File: config.mk
export PLATFORM = sky130hd
export DESIGN_NAME = rom_subsys
export DESIGN_NICKNAME = d
export VERILOG_FILES = /design/src/verilog/rom_pkg.sv /design/src/verilog/rom_slot_if.sv /design/src/verilog/dwnld_remap.sv /design/src/verilog/dwnld_packer.sv /design/src/verilog/rom_slot.sv /design/src/verilog/rom_arbiter.sv /design/src/verilog/rom_subsys.sv
export SDC_FILE = /design/constraint.sdc
export NUM_CORES = 1
export LEC_CHECK = 0
export CAP_MARGIN = 15
export CORE_MARGIN = 3
export CORE_UTILIZATION = 56
export DETAILED_ROUTE_END_ITERATION = 10
export DONT_BUFFER_PORTS = 1
export PLACE_DENSITY = 0.71
export SYNTH_ARGS = -nofsm -noshare
export SYNTH_HDL_FRONTEND = slang
export SYNTH_HIERARCHICAL = 1
export SYNTH_SLANG_ARGS = --single-unit
File: constraint.sdc
create_clock -name clk -period 4.6 [get_ports clk]
set_input_delay 0.23 -clock clk [delete_from_list [all_inputs] [get_ports clk]]
set_output_delay 0.23 -clock clk [all_outputs]
set_load 0.1 [all_outputs]
File: src/verilog/rom_pkg.sv
//**************************************
// ROM subsystem shared definitions
// Region offsets, widths and types
//**************************************

package rom_pkg;

    localparam int SDRAM_AW = 22;
    localparam int DWN_AW   = 25;
    localparam int LINE_W   = 32;

    // Word address into the 16-bit SDRAM
    typedef logic [SDRAM_AW-1:0] sdram_addr_t;

    // Byte address on the download port
    typedef logic [DWN_AW-1:0] dwn_addr_t;

    // Two SDRAM words, lower address in the low half
    typedef logic [LINE_W-1:0] line_t;

    // Byte offsets of the ROM regions, main ROM sits at zero
    localparam logic [SDRAM_AW-1:0] SND_START = 22'h01_0000;
    localparam logic [SDRAM_AW-1:0] SCR_START = 22'h01_8000;
    // 64kB aligned so the bit scramble stays inside the region
    localparam logic [SDRAM_AW-1:0] OBJ_START = 22'h02_0000;

    // Everything from here on goes to the PROMs
    localparam dwn_addr_t PROM_START = 25'h003_0000;

    typedef enum logic [1:0] {
        ARB_IDLE,
        ARB_REQUEST,
        ARB_FILL
    } arb_state_t;

endpackage

File: src/verilog/rom_slot_if.sv
//**************************************
// Read slot to arbiter connection
//**************************************

interface rom_slot_if;
    import rom_pkg::*;

    // Slot side
    logic        req;
    sdram_addr_t addr;

    // Arbiter side, strobes only reach the granted slot
    logic        gnt;
    logic        data_dst;
    logic        data_rdy;
    // Half a line per SDRAM word
    logic [$bits(line_t)/2-1:0] data;

    modport slot (
        output req,
        output addr,
        input  gnt,
        input  data_dst,
        input  data_rdy,
        input  data
    );

    modport arb (
        input  req,
        input  addr,
        output gnt,
        output data_dst,
        output data_rdy,
        output data
    );

endinterface

File: src/verilog/dwnld_remap.sv
//**************************************
// Download byte remap
// Nibble swap for scroll, address
// scramble for objects
//**************************************

module dwnld_remap (
    input  logic               clk,
    input  rom_pkg::dwn_addr_t ioctl_addr,
    input  logic [7:0]         ioctl_dout,
    input  logic               ioctl_wr,
    output rom_pkg::dwn_addr_t dwn_addr,
    output logic [7:0]         dwn_data,
    output logic               dwn_wr
);
    import rom_pkg::*;

    dwn_addr_t  addr_next;
    logic [7:0] data_next;
    logic       in_scr;
    logic       in_obj;

    assign in_scr = ioctl_addr >= dwn_addr_t'(SCR_START) &&
                    ioctl_addr <  dwn_addr_t'(OBJ_START);
    assign in_obj = ioctl_addr >= dwn_addr_t'(OBJ_START) &&
                    ioctl_addr <  PROM_START;

    always_comb begin
        addr_next = ioctl_addr;
        data_next = ioctl_dout;
        if (in_scr) begin
            data_next = {ioctl_dout[3:0], ioctl_dout[7:4]};
        end
        // Layout expected by the object renderer
        if (in_obj) begin
            addr_next[15]  = ioctl_addr[0];
            addr_next[14]  = ioctl_addr[15];
            addr_next[0]   = ioctl_addr[14];
            addr_next[2:1] = ioctl_addr[5:4];
            addr_next[6:3] = {ioctl_addr[6], ioctl_addr[3:1]};
        end
    end

    always_ff @(posedge clk) begin
        dwn_addr <= addr_next;
        dwn_data <= data_next;
        dwn_wr   <= ioctl_wr;
    end

endmodule

File: src/verilog/dwnld_packer.sv
//**************************************
// Download packer
// Byte to masked SDRAM word write,
// PROM bytes go to a strobe
//**************************************

module dwnld_packer (
    input  logic                 clk,
    input  logic                 reset,
    input  logic                 downloading,
    input  rom_pkg::dwn_addr_t   dwn_addr,
    input  logic [7:0]           dwn_data,
    input  logic                 dwn_wr,
    input  logic                 sdram_ack,
    output rom_pkg::sdram_addr_t prog_addr,
    output logic [15:0]          prog_data,
    output logic [1:0]           prog_mask,
    output logic                 prog_we,
    output logic                 prom_we
);
    import rom_pkg::*;

    logic is_prom;
    logic wr_word;
    logic hold;

    assign is_prom = dwn_addr >= PROM_START;
    assign wr_word = dwn_wr & downloading & ~is_prom;

    // Offset into the PROM area, otherwise the word address
    assign prog_addr = is_prom ? sdram_addr_t'(dwn_addr - PROM_START) : dwn_addr[22:1];

    // Same byte on both lanes, the mask picks one
    assign prog_data = {dwn_data, dwn_data};

    // Active low, even bytes to the low lane
    assign prog_mask = dwn_addr[0] ? 2'b01 : 2'b10;

    // Write stays up until the SDRAM takes it
    always_ff @(posedge clk) begin
        if (reset) begin
            hold <= 1'b0;
        end else if (sdram_ack) begin
            hold <= 1'b0;
        end else if (wr_word) begin
            hold <= 1'b1;
        end
    end

    assign prog_we = wr_word | hold;
    assign prom_we = dwn_wr & downloading & is_prom;

endmodule

File: src/verilog/rom_slot.sv
//**************************************
// ROM read slot
// One cached line, fetched on a miss
//**************************************

module rom_slot #(
    parameter int                   AW     = 16,
    parameter int                   DW     = 8,
    parameter rom_pkg::sdram_addr_t OFFSET = '0
) (
    input  logic          clk,
    input  logic          reset,
    input  logic          cs,
    input  logic [AW-1:0] addr,
    output logic [DW-1:0] dout,
    output logic          ok,
    rom_slot_if.slot      bus
);
    import rom_pkg::*;

    logic [AW-3:0] cur_line;
    logic [AW-3:0] tag;
    logic          valid;
    logic          half;
    logic          fill_done;
    logic          line_match;
    logic          issue;
    line_t         line;

    assign cur_line  = addr[AW-1:2];
    assign fill_done = bus.gnt & bus.data_rdy;

    // The line being filled counts as present on its last cycle
    assign line_match = (valid | fill_done) && (tag == cur_line);
    assign issue      = cs & ~line_match & ~bus.req;

    // Two words per line
    assign bus.addr = OFFSET + sdram_addr_t'({tag, 1'b0});

    always_ff @(posedge clk) begin
        if (reset) begin
            bus.req <= 1'b0;
            valid   <= 1'b0;
            half    <= 1'b0;
            ok      <= 1'b0;
        end else begin
            ok <= cs & line_match;
            if (fill_done) begin
                bus.req <= 1'b0;
                valid   <= 1'b1;
            end else if (issue) begin
                bus.req <= 1'b1;
                valid   <= 1'b0;
                half    <= 1'b0;
            end
            if (bus.gnt && bus.data_dst) begin
                half <= ~half;
            end
        end
    end

    always_ff @(posedge clk) begin
        if (issue) begin
            tag <= cur_line;
        end
        // Low word arrives first
        if (bus.gnt && bus.data_dst) begin
            if (half) begin
                line[31:16] <= bus.data;
            end else begin
                line[15:0] <= bus.data;
            end
        end
    end

    generate
        if (DW == 8) begin : g_byte
            assign dout = line[{addr[1:0], 3'b000} +: 8];
        end else begin : g_line
            assign dout = line;
        end
    endgenerate

endmodule

File: src/verilog/rom_arbiter.sv
//**************************************
// ROM slot arbiter
// Fixed priority onto the SDRAM port
//**************************************

module rom_arbiter (
    input  logic                 clk,
    input  logic                 reset,
    input  logic                 downloading,
    rom_slot_if.arb              scr,
    rom_slot_if.arb              obj,
    rom_slot_if.arb              snd,
    rom_slot_if.arb              main,
    output logic                 sdram_req,
    output rom_pkg::sdram_addr_t sdram_addr,
    input  logic                 sdram_ack,
    input  logic                 data_dst,
    input  logic                 data_rdy,
    input  logic [15:0]          data_read
);
    import rom_pkg::*;

    arb_state_t  state;
    logic [3:0]  reqs;
    logic [3:0]  gnt;
    logic [1:0]  sel;
    logic [1:0]  winner;
    sdram_addr_t win_addr;

    assign reqs = {main.req, snd.req, obj.req, scr.req};

    // Scroll first, main last
    always_comb begin
        if (reqs[0]) begin
            winner = 2'd0;
        end else if (reqs[1]) begin
            winner = 2'd1;
        end else if (reqs[2]) begin
            winner = 2'd2;
        end else begin
            winner = 2'd3;
        end
    end

    always_comb begin
        case (winner)
            2'd0:    win_addr = scr.addr;
            2'd1:    win_addr = obj.addr;
            2'd2:    win_addr = snd.addr;
            default: win_addr = main.addr;
        endcase
    end

    always_ff @(posedge clk) begin
        if (reset) begin
            state     <= ARB_IDLE;
            sdram_req <= 1'b0;
            sel       <= 2'd0;
        end else begin
            case (state)
                ARB_IDLE: begin
                    // Reads wait while a download owns the SDRAM
                    if (!downloading && reqs != 4'd0) begin
                        state     <= ARB_REQUEST;
                        sdram_req <= 1'b1;
                        sel       <= winner;
                    end
                end
                ARB_REQUEST: begin
                    if (sdram_ack) begin
                        state     <= ARB_FILL;
                        sdram_req <= 1'b0;
                    end
                end
                ARB_FILL: begin
                    if (data_rdy) begin
                        state <= ARB_IDLE;
                    end
                end
                default: state <= ARB_IDLE;
            endcase
        end
    end

    always_ff @(posedge clk) begin
        if (state == ARB_IDLE) begin
            sdram_addr <= win_addr;
        end
    end

    assign gnt = (state == ARB_IDLE) ? 4'd0 : (4'd1 << sel);

    assign scr.gnt       = gnt[0];
    assign scr.data_dst  = gnt[0] & data_dst;
    assign scr.data_rdy  = gnt[0] & data_rdy;
    assign scr.data      = data_read;

    assign obj.gnt       = gnt[1];
    assign obj.data_dst  = gnt[1] & data_dst;
    assign obj.data_rdy  = gnt[1] & data_rdy;
    assign obj.data      = data_read;

    assign snd.gnt       = gnt[2];
    assign snd.data_dst  = gnt[2] & data_dst;
    assign snd.data_rdy  = gnt[2] & data_rdy;
    assign snd.data      = data_read;

    assign main.gnt      = gnt[3];
    assign main.data_dst = gnt[3] & data_dst;
    assign main.data_rdy = gnt[3] & data_rdy;
    assign main.data     = data_read;

endmodule

File: src/verilog/rom_subsys.sv
//**************************************
// ROM subsystem top
// Download path and four read slots
//**************************************

module rom_subsys (
    input  logic                 clk,
    input  logic                 reset,
    // Download port
    input  rom_pkg::dwn_addr_t   ioctl_addr,
    input  logic [7:0]           ioctl_dout,
    input  logic                 ioctl_wr,
    input  logic                 downloading,
    // SDRAM write side
    output rom_pkg::sdram_addr_t prog_addr,
    output logic [15:0]          prog_data,
    output logic [1:0]           prog_mask,
    output logic                 prog_we,
    output logic                 prom_we,
    // SDRAM read side
    output logic                 sdram_req,
    output rom_pkg::sdram_addr_t sdram_addr,
    input  logic                 sdram_ack,
    input  logic                 data_dst,
    input  logic                 data_rdy,
    input  logic [15:0]          data_read,
    // Clients
    input  logic                 scr_cs,
    input  logic [12:0]          scr_addr,
    output logic [31:0]          scr_data,
    output logic                 scr_ok,
    input  logic                 obj_cs,
    input  logic [13:0]          obj_addr,
    output logic [31:0]          obj_data,
    output logic                 obj_ok,
    input  logic                 snd_cs,
    input  logic [12:0]          snd_addr,
    output logic [7:0]           snd_data,
    output logic                 snd_ok,
    input  logic                 main_cs,
    input  logic [15:0]          main_addr,
    output logic [7:0]           main_data,
    output logic                 main_ok
);
    import rom_pkg::*;

    dwn_addr_t  dwn_addr;
    logic [7:0] dwn_data;
    logic       dwn_wr;

    rom_slot_if scr_bus ();
    rom_slot_if obj_bus ();
    rom_slot_if snd_bus ();
    rom_slot_if main_bus ();

    dwnld_remap u_remap (
        .clk        (clk),
        .ioctl_addr (ioctl_addr),
        .ioctl_dout (ioctl_dout),
        .ioctl_wr   (ioctl_wr),
        .dwn_addr   (dwn_addr),
        .dwn_data   (dwn_data),
        .dwn_wr     (dwn_wr)
    );

    dwnld_packer u_packer (
        .clk         (clk),
        .reset       (reset),
        .downloading (downloading),
        .dwn_addr    (dwn_addr),
        .dwn_data    (dwn_data),
        .dwn_wr      (dwn_wr),
        .sdram_ack   (sdram_ack),
        .prog_addr   (prog_addr),
        .prog_data   (prog_data),
        .prog_mask   (prog_mask),
        .prog_we     (prog_we),
        .prom_we     (prom_we)
    );

    // Graphics clients address whole lines
    rom_slot #(.AW(15), .DW(32), .OFFSET(sdram_addr_t'(SCR_START >> 1))) u_scr_slot (
        .clk   (clk),
        .reset (reset),
        .cs    (scr_cs),
        .addr  ({scr_addr, 2'b00}),
        .dout  (scr_data),
        .ok    (scr_ok),
        .bus   (scr_bus.slot)
    );

    rom_slot #(.AW(16), .DW(32), .OFFSET(sdram_addr_t'(OBJ_START >> 1))) u_obj_slot (
        .clk   (clk),
        .reset (reset),
        .cs    (obj_cs),
        .addr  ({obj_addr, 2'b00}),
        .dout  (obj_data),
        .ok    (obj_ok),
        .bus   (obj_bus.slot)
    );

    rom_slot #(.AW(13), .DW(8), .OFFSET(sdram_addr_t'(SND_START >> 1))) u_snd_slot (
        .clk   (clk),
        .reset (reset),
        .cs    (snd_cs),
        .addr  (snd_addr),
        .dout  (snd_data),
        .ok    (snd_ok),
        .bus   (snd_bus.slot)
    );

    rom_slot #(.AW(16), .DW(8), .OFFSET('0)) u_main_slot (
        .clk   (clk),
        .reset (reset),
        .cs    (main_cs),
        .addr  (main_addr),
        .dout  (main_data),
        .ok    (main_ok),
        .bus   (main_bus.slot)
    );

    rom_arbiter u_arbiter (
        .clk         (clk),
        .reset       (reset),
        .downloading (downloading),
        .scr         (scr_bus.arb),
        .obj         (obj_bus.arb),
        .snd         (snd_bus.arb),
        .main        (main_bus.arb),
        .sdram_req   (sdram_req),
        .sdram_addr  (sdram_addr),
        .sdram_ack   (sdram_ack),
        .data_dst    (data_dst),
        .data_rdy    (data_rdy),
        .data_read   (data_read)
    );

endmodule

==> out/metrics.yaml <==
outcome:
  status: "completed"
run:
  maxCapViolations: 0
setup_path:
  slowest_stage: "o21ai_2"
  critPathTopFamily: "compound AO/OA/AOI/OAI gates"
  critPathLaunchType: "flop"
  path_buf_inv: 1
  crit_required_ns: 4.37
  cp.arrival_ns: 3.31
  end_kind: "output pin"
  startpoint: "u_remap/dwn_addr[0]"
  path_class: "reg -> out"
  worst-path-max-fanout: 3
  crit_chain: "inv_1 -> o21ai_2"
  r2r_setup_slack_ns: 1.56
  reg2reg_from: "u_arbiter/state[0]"
  max_stage_delay_ns: 1.06
clock_tree:
  clk_latency_ns: 0.53
  cts_root_buf: "clkbuf_16"
  cts_buffers: 27
  cts_tree: "built"
  cts_sinks: 258
  cts_max_level: 1
  cts_setup_buffers: 0
  hold_buffers: 120
  clkTransAtPathRegs_ns: 0.05
  clk_path_buf_depth: 3
  cts_resized: 0
cells_and_area:
  nNetsFinal: 924
  diodes: 0
  area_growth_pct: 14.2
  drive_above_1_share: 0.190
floorplanning:
  rows: 51
  dieArea_sq_um: 21800
  core-area_sq_um: 19600
  start_util: 0.572
  io_pins: 265
  die_w_microns: 147
  die_h_microns: 147
routing:
  wire_per_inst_microns: 22.9
  met2_length_mm: 12.6
  route.met3.wl_mm: 2.24
  drc: 0
  drt-vias-per-instance: 5.68
  routed_wl_mm: 25.0
  drtPass1Iterations: 4
  drt-met1-wl_mm: 9.65
  vias: 6194
  drtIter0Drc: 354
  antenna_left: 0
  highest_layer: "met4"
pwr:
  power.total_mw: 5.79
  p_leak_nw: 4.34
  p_clk_frac: 0.374
  power.density_nw_per_um2: 452
  swShare: 0.286
  power_frac_comb: 0.098
  intPower_mw: 4.13
  ir_drop_mv: 0.276
  pwr-share-seq: 0.528
  p_switching_mw: 1.66
global_route:
  grt_pass1_vias: 6511
  globalRoute.totalOverflow: 0
  antenna_found_initial: 0
  grt_use_total: 0.226
  grt_max_degree: 40
  grt_pass1_wl_mm: 38.0
timing:
  setup_viol: 0
  post-route-min-period_ns: 3.54
  worstMarginPinSlew_ns: 1.20
  rsz0062_at_grt: "false"
  finalHoldViolations: 0
  relSlewSlack: 0.197
  finalMaxSlewViolations: 0
  finClkSkew_ns: 0.00896
  max_freq_mhz: 283
  period_share: 0.769
  setup_tns_ns: 0
yosys:
  synth_area_sq_um: 11200
  avgSynthCellArea_sq_um: 14.7
  synth_warnings: 6
  synth_cells: 761
placed_design:
  hpwl_mm: 16.7
  numPortBuffers: 0
  gp_congestion: 0.902
hold_path:
  hp-start: "reset"
  hp-class: "in -> reg"
power groups by stage:
stage / combinational [mW] / clock (mW) / sequential [mW]
floorplan: 0.543 / 0 / 3.01
global placement: 0.449 / 0 / 3.10
detailed placement: 0.457 / 0 / 3.11
CTS: 0.561 / 2.20 / 3.06
global route: 0.602 / 2.30 / 3.06
finish: 0.567 / 2.17 / 3.06
sequential cells by signal, summed over array words and instances (netlist names), 2 cells and up:
name                  flops
u_main_slot/line         32
u_obj_slot/dout          32
u_scr_slot/dout          32
u_snd_slot/line          32
u_remap/dwn_addr         25
u_arbiter/sdram_addr     22
u_main_slot/tag          14
u_obj_slot/tag           14
u_scr_slot/tag           13
u_snd_slot/tag           11
u_remap/dwn_data          8
u_arbiter/sel             2
u_arbiter/state           2
placed cells by master (no fill, tap or decap), types with 4 or more instances in the layout:
| master | n |
|---|---|
| conb_1 | 36 |
| edfxtp_1 | 202 |
| buf_4 | 6 |
| bufinv_16 | 4 |
| xnor2_1 | 14 |
| nor2_2 | 4 |
| clkbuf_16 | 27 |
| dfxtp_1 | 48 |
| nand2_1 | 22 |
| nor4_1 | 15 |
| o22ai_2 | 20 |
| xor2_1 | 45 |
| nand2b_1 | 7 |
| nor3_1 | 10 |
| clkbuf_1 | 10 |
| nor2_1 | 26 |
| a21oi_2 | 9 |
| dfxtp_2 | 8 |
| inv_1 | 8 |
| nand4_1 | 6 |
| a21oi_1 | 31 |
| nor4_2 | 6 |
| mux4_2 | 16 |
| o22ai_1 | 17 |
| o21ai_1 | 5 |
| dlygate4sd3_1 | 120 |
| mux2_2 | 30 |
| o2bb2ai_1 | 7 |
final cells by class:
type | instances | area [sq um]
clock buffers | 37 | 713
clock inverters | 11 | 170
fillers | 1386 | 6790
inverters | 9 | 33.8
multi-input cells | 385 | 3110
flip-flops and latches | 258 | 7200
well taps | 265 | 332
repair buffers | 126 | 1250
per-stage QoR:
stage	setup WS [ns]	utilization	instance area, sq um	instances	hold slack, ns
final	1.06	0.654	12800	1091	0.0330
after global routing	0.980	0.654	12800	1091	0.0299
after CTS	1.03	0.653	12800	1090	0.00629
after detailed placement	1.58	0.547	10700	922	0.258
after global placement	1.60	0.547	10700	922	0.258
after floorplan	1.31	-	11300	790	0.258
path summary, 6_finish.rpt:
check / cells after the start / end
max reg2reg: 7 / u_snd_slot/tag[0]
max: 2 / prog_addr[0]
min: 2 / u_main_slot/bus.req
min reg2reg: 2 / u_obj_slot/valid
per-layer routing:
metal	up-vias	track usage
li1	2799	-
met1	3039	0.287
met2	310	0.392
met3	46	0.0595
met4	0	0.0578
met5	-	0
No activity file was read; power rests on OpenSTA's default activity.
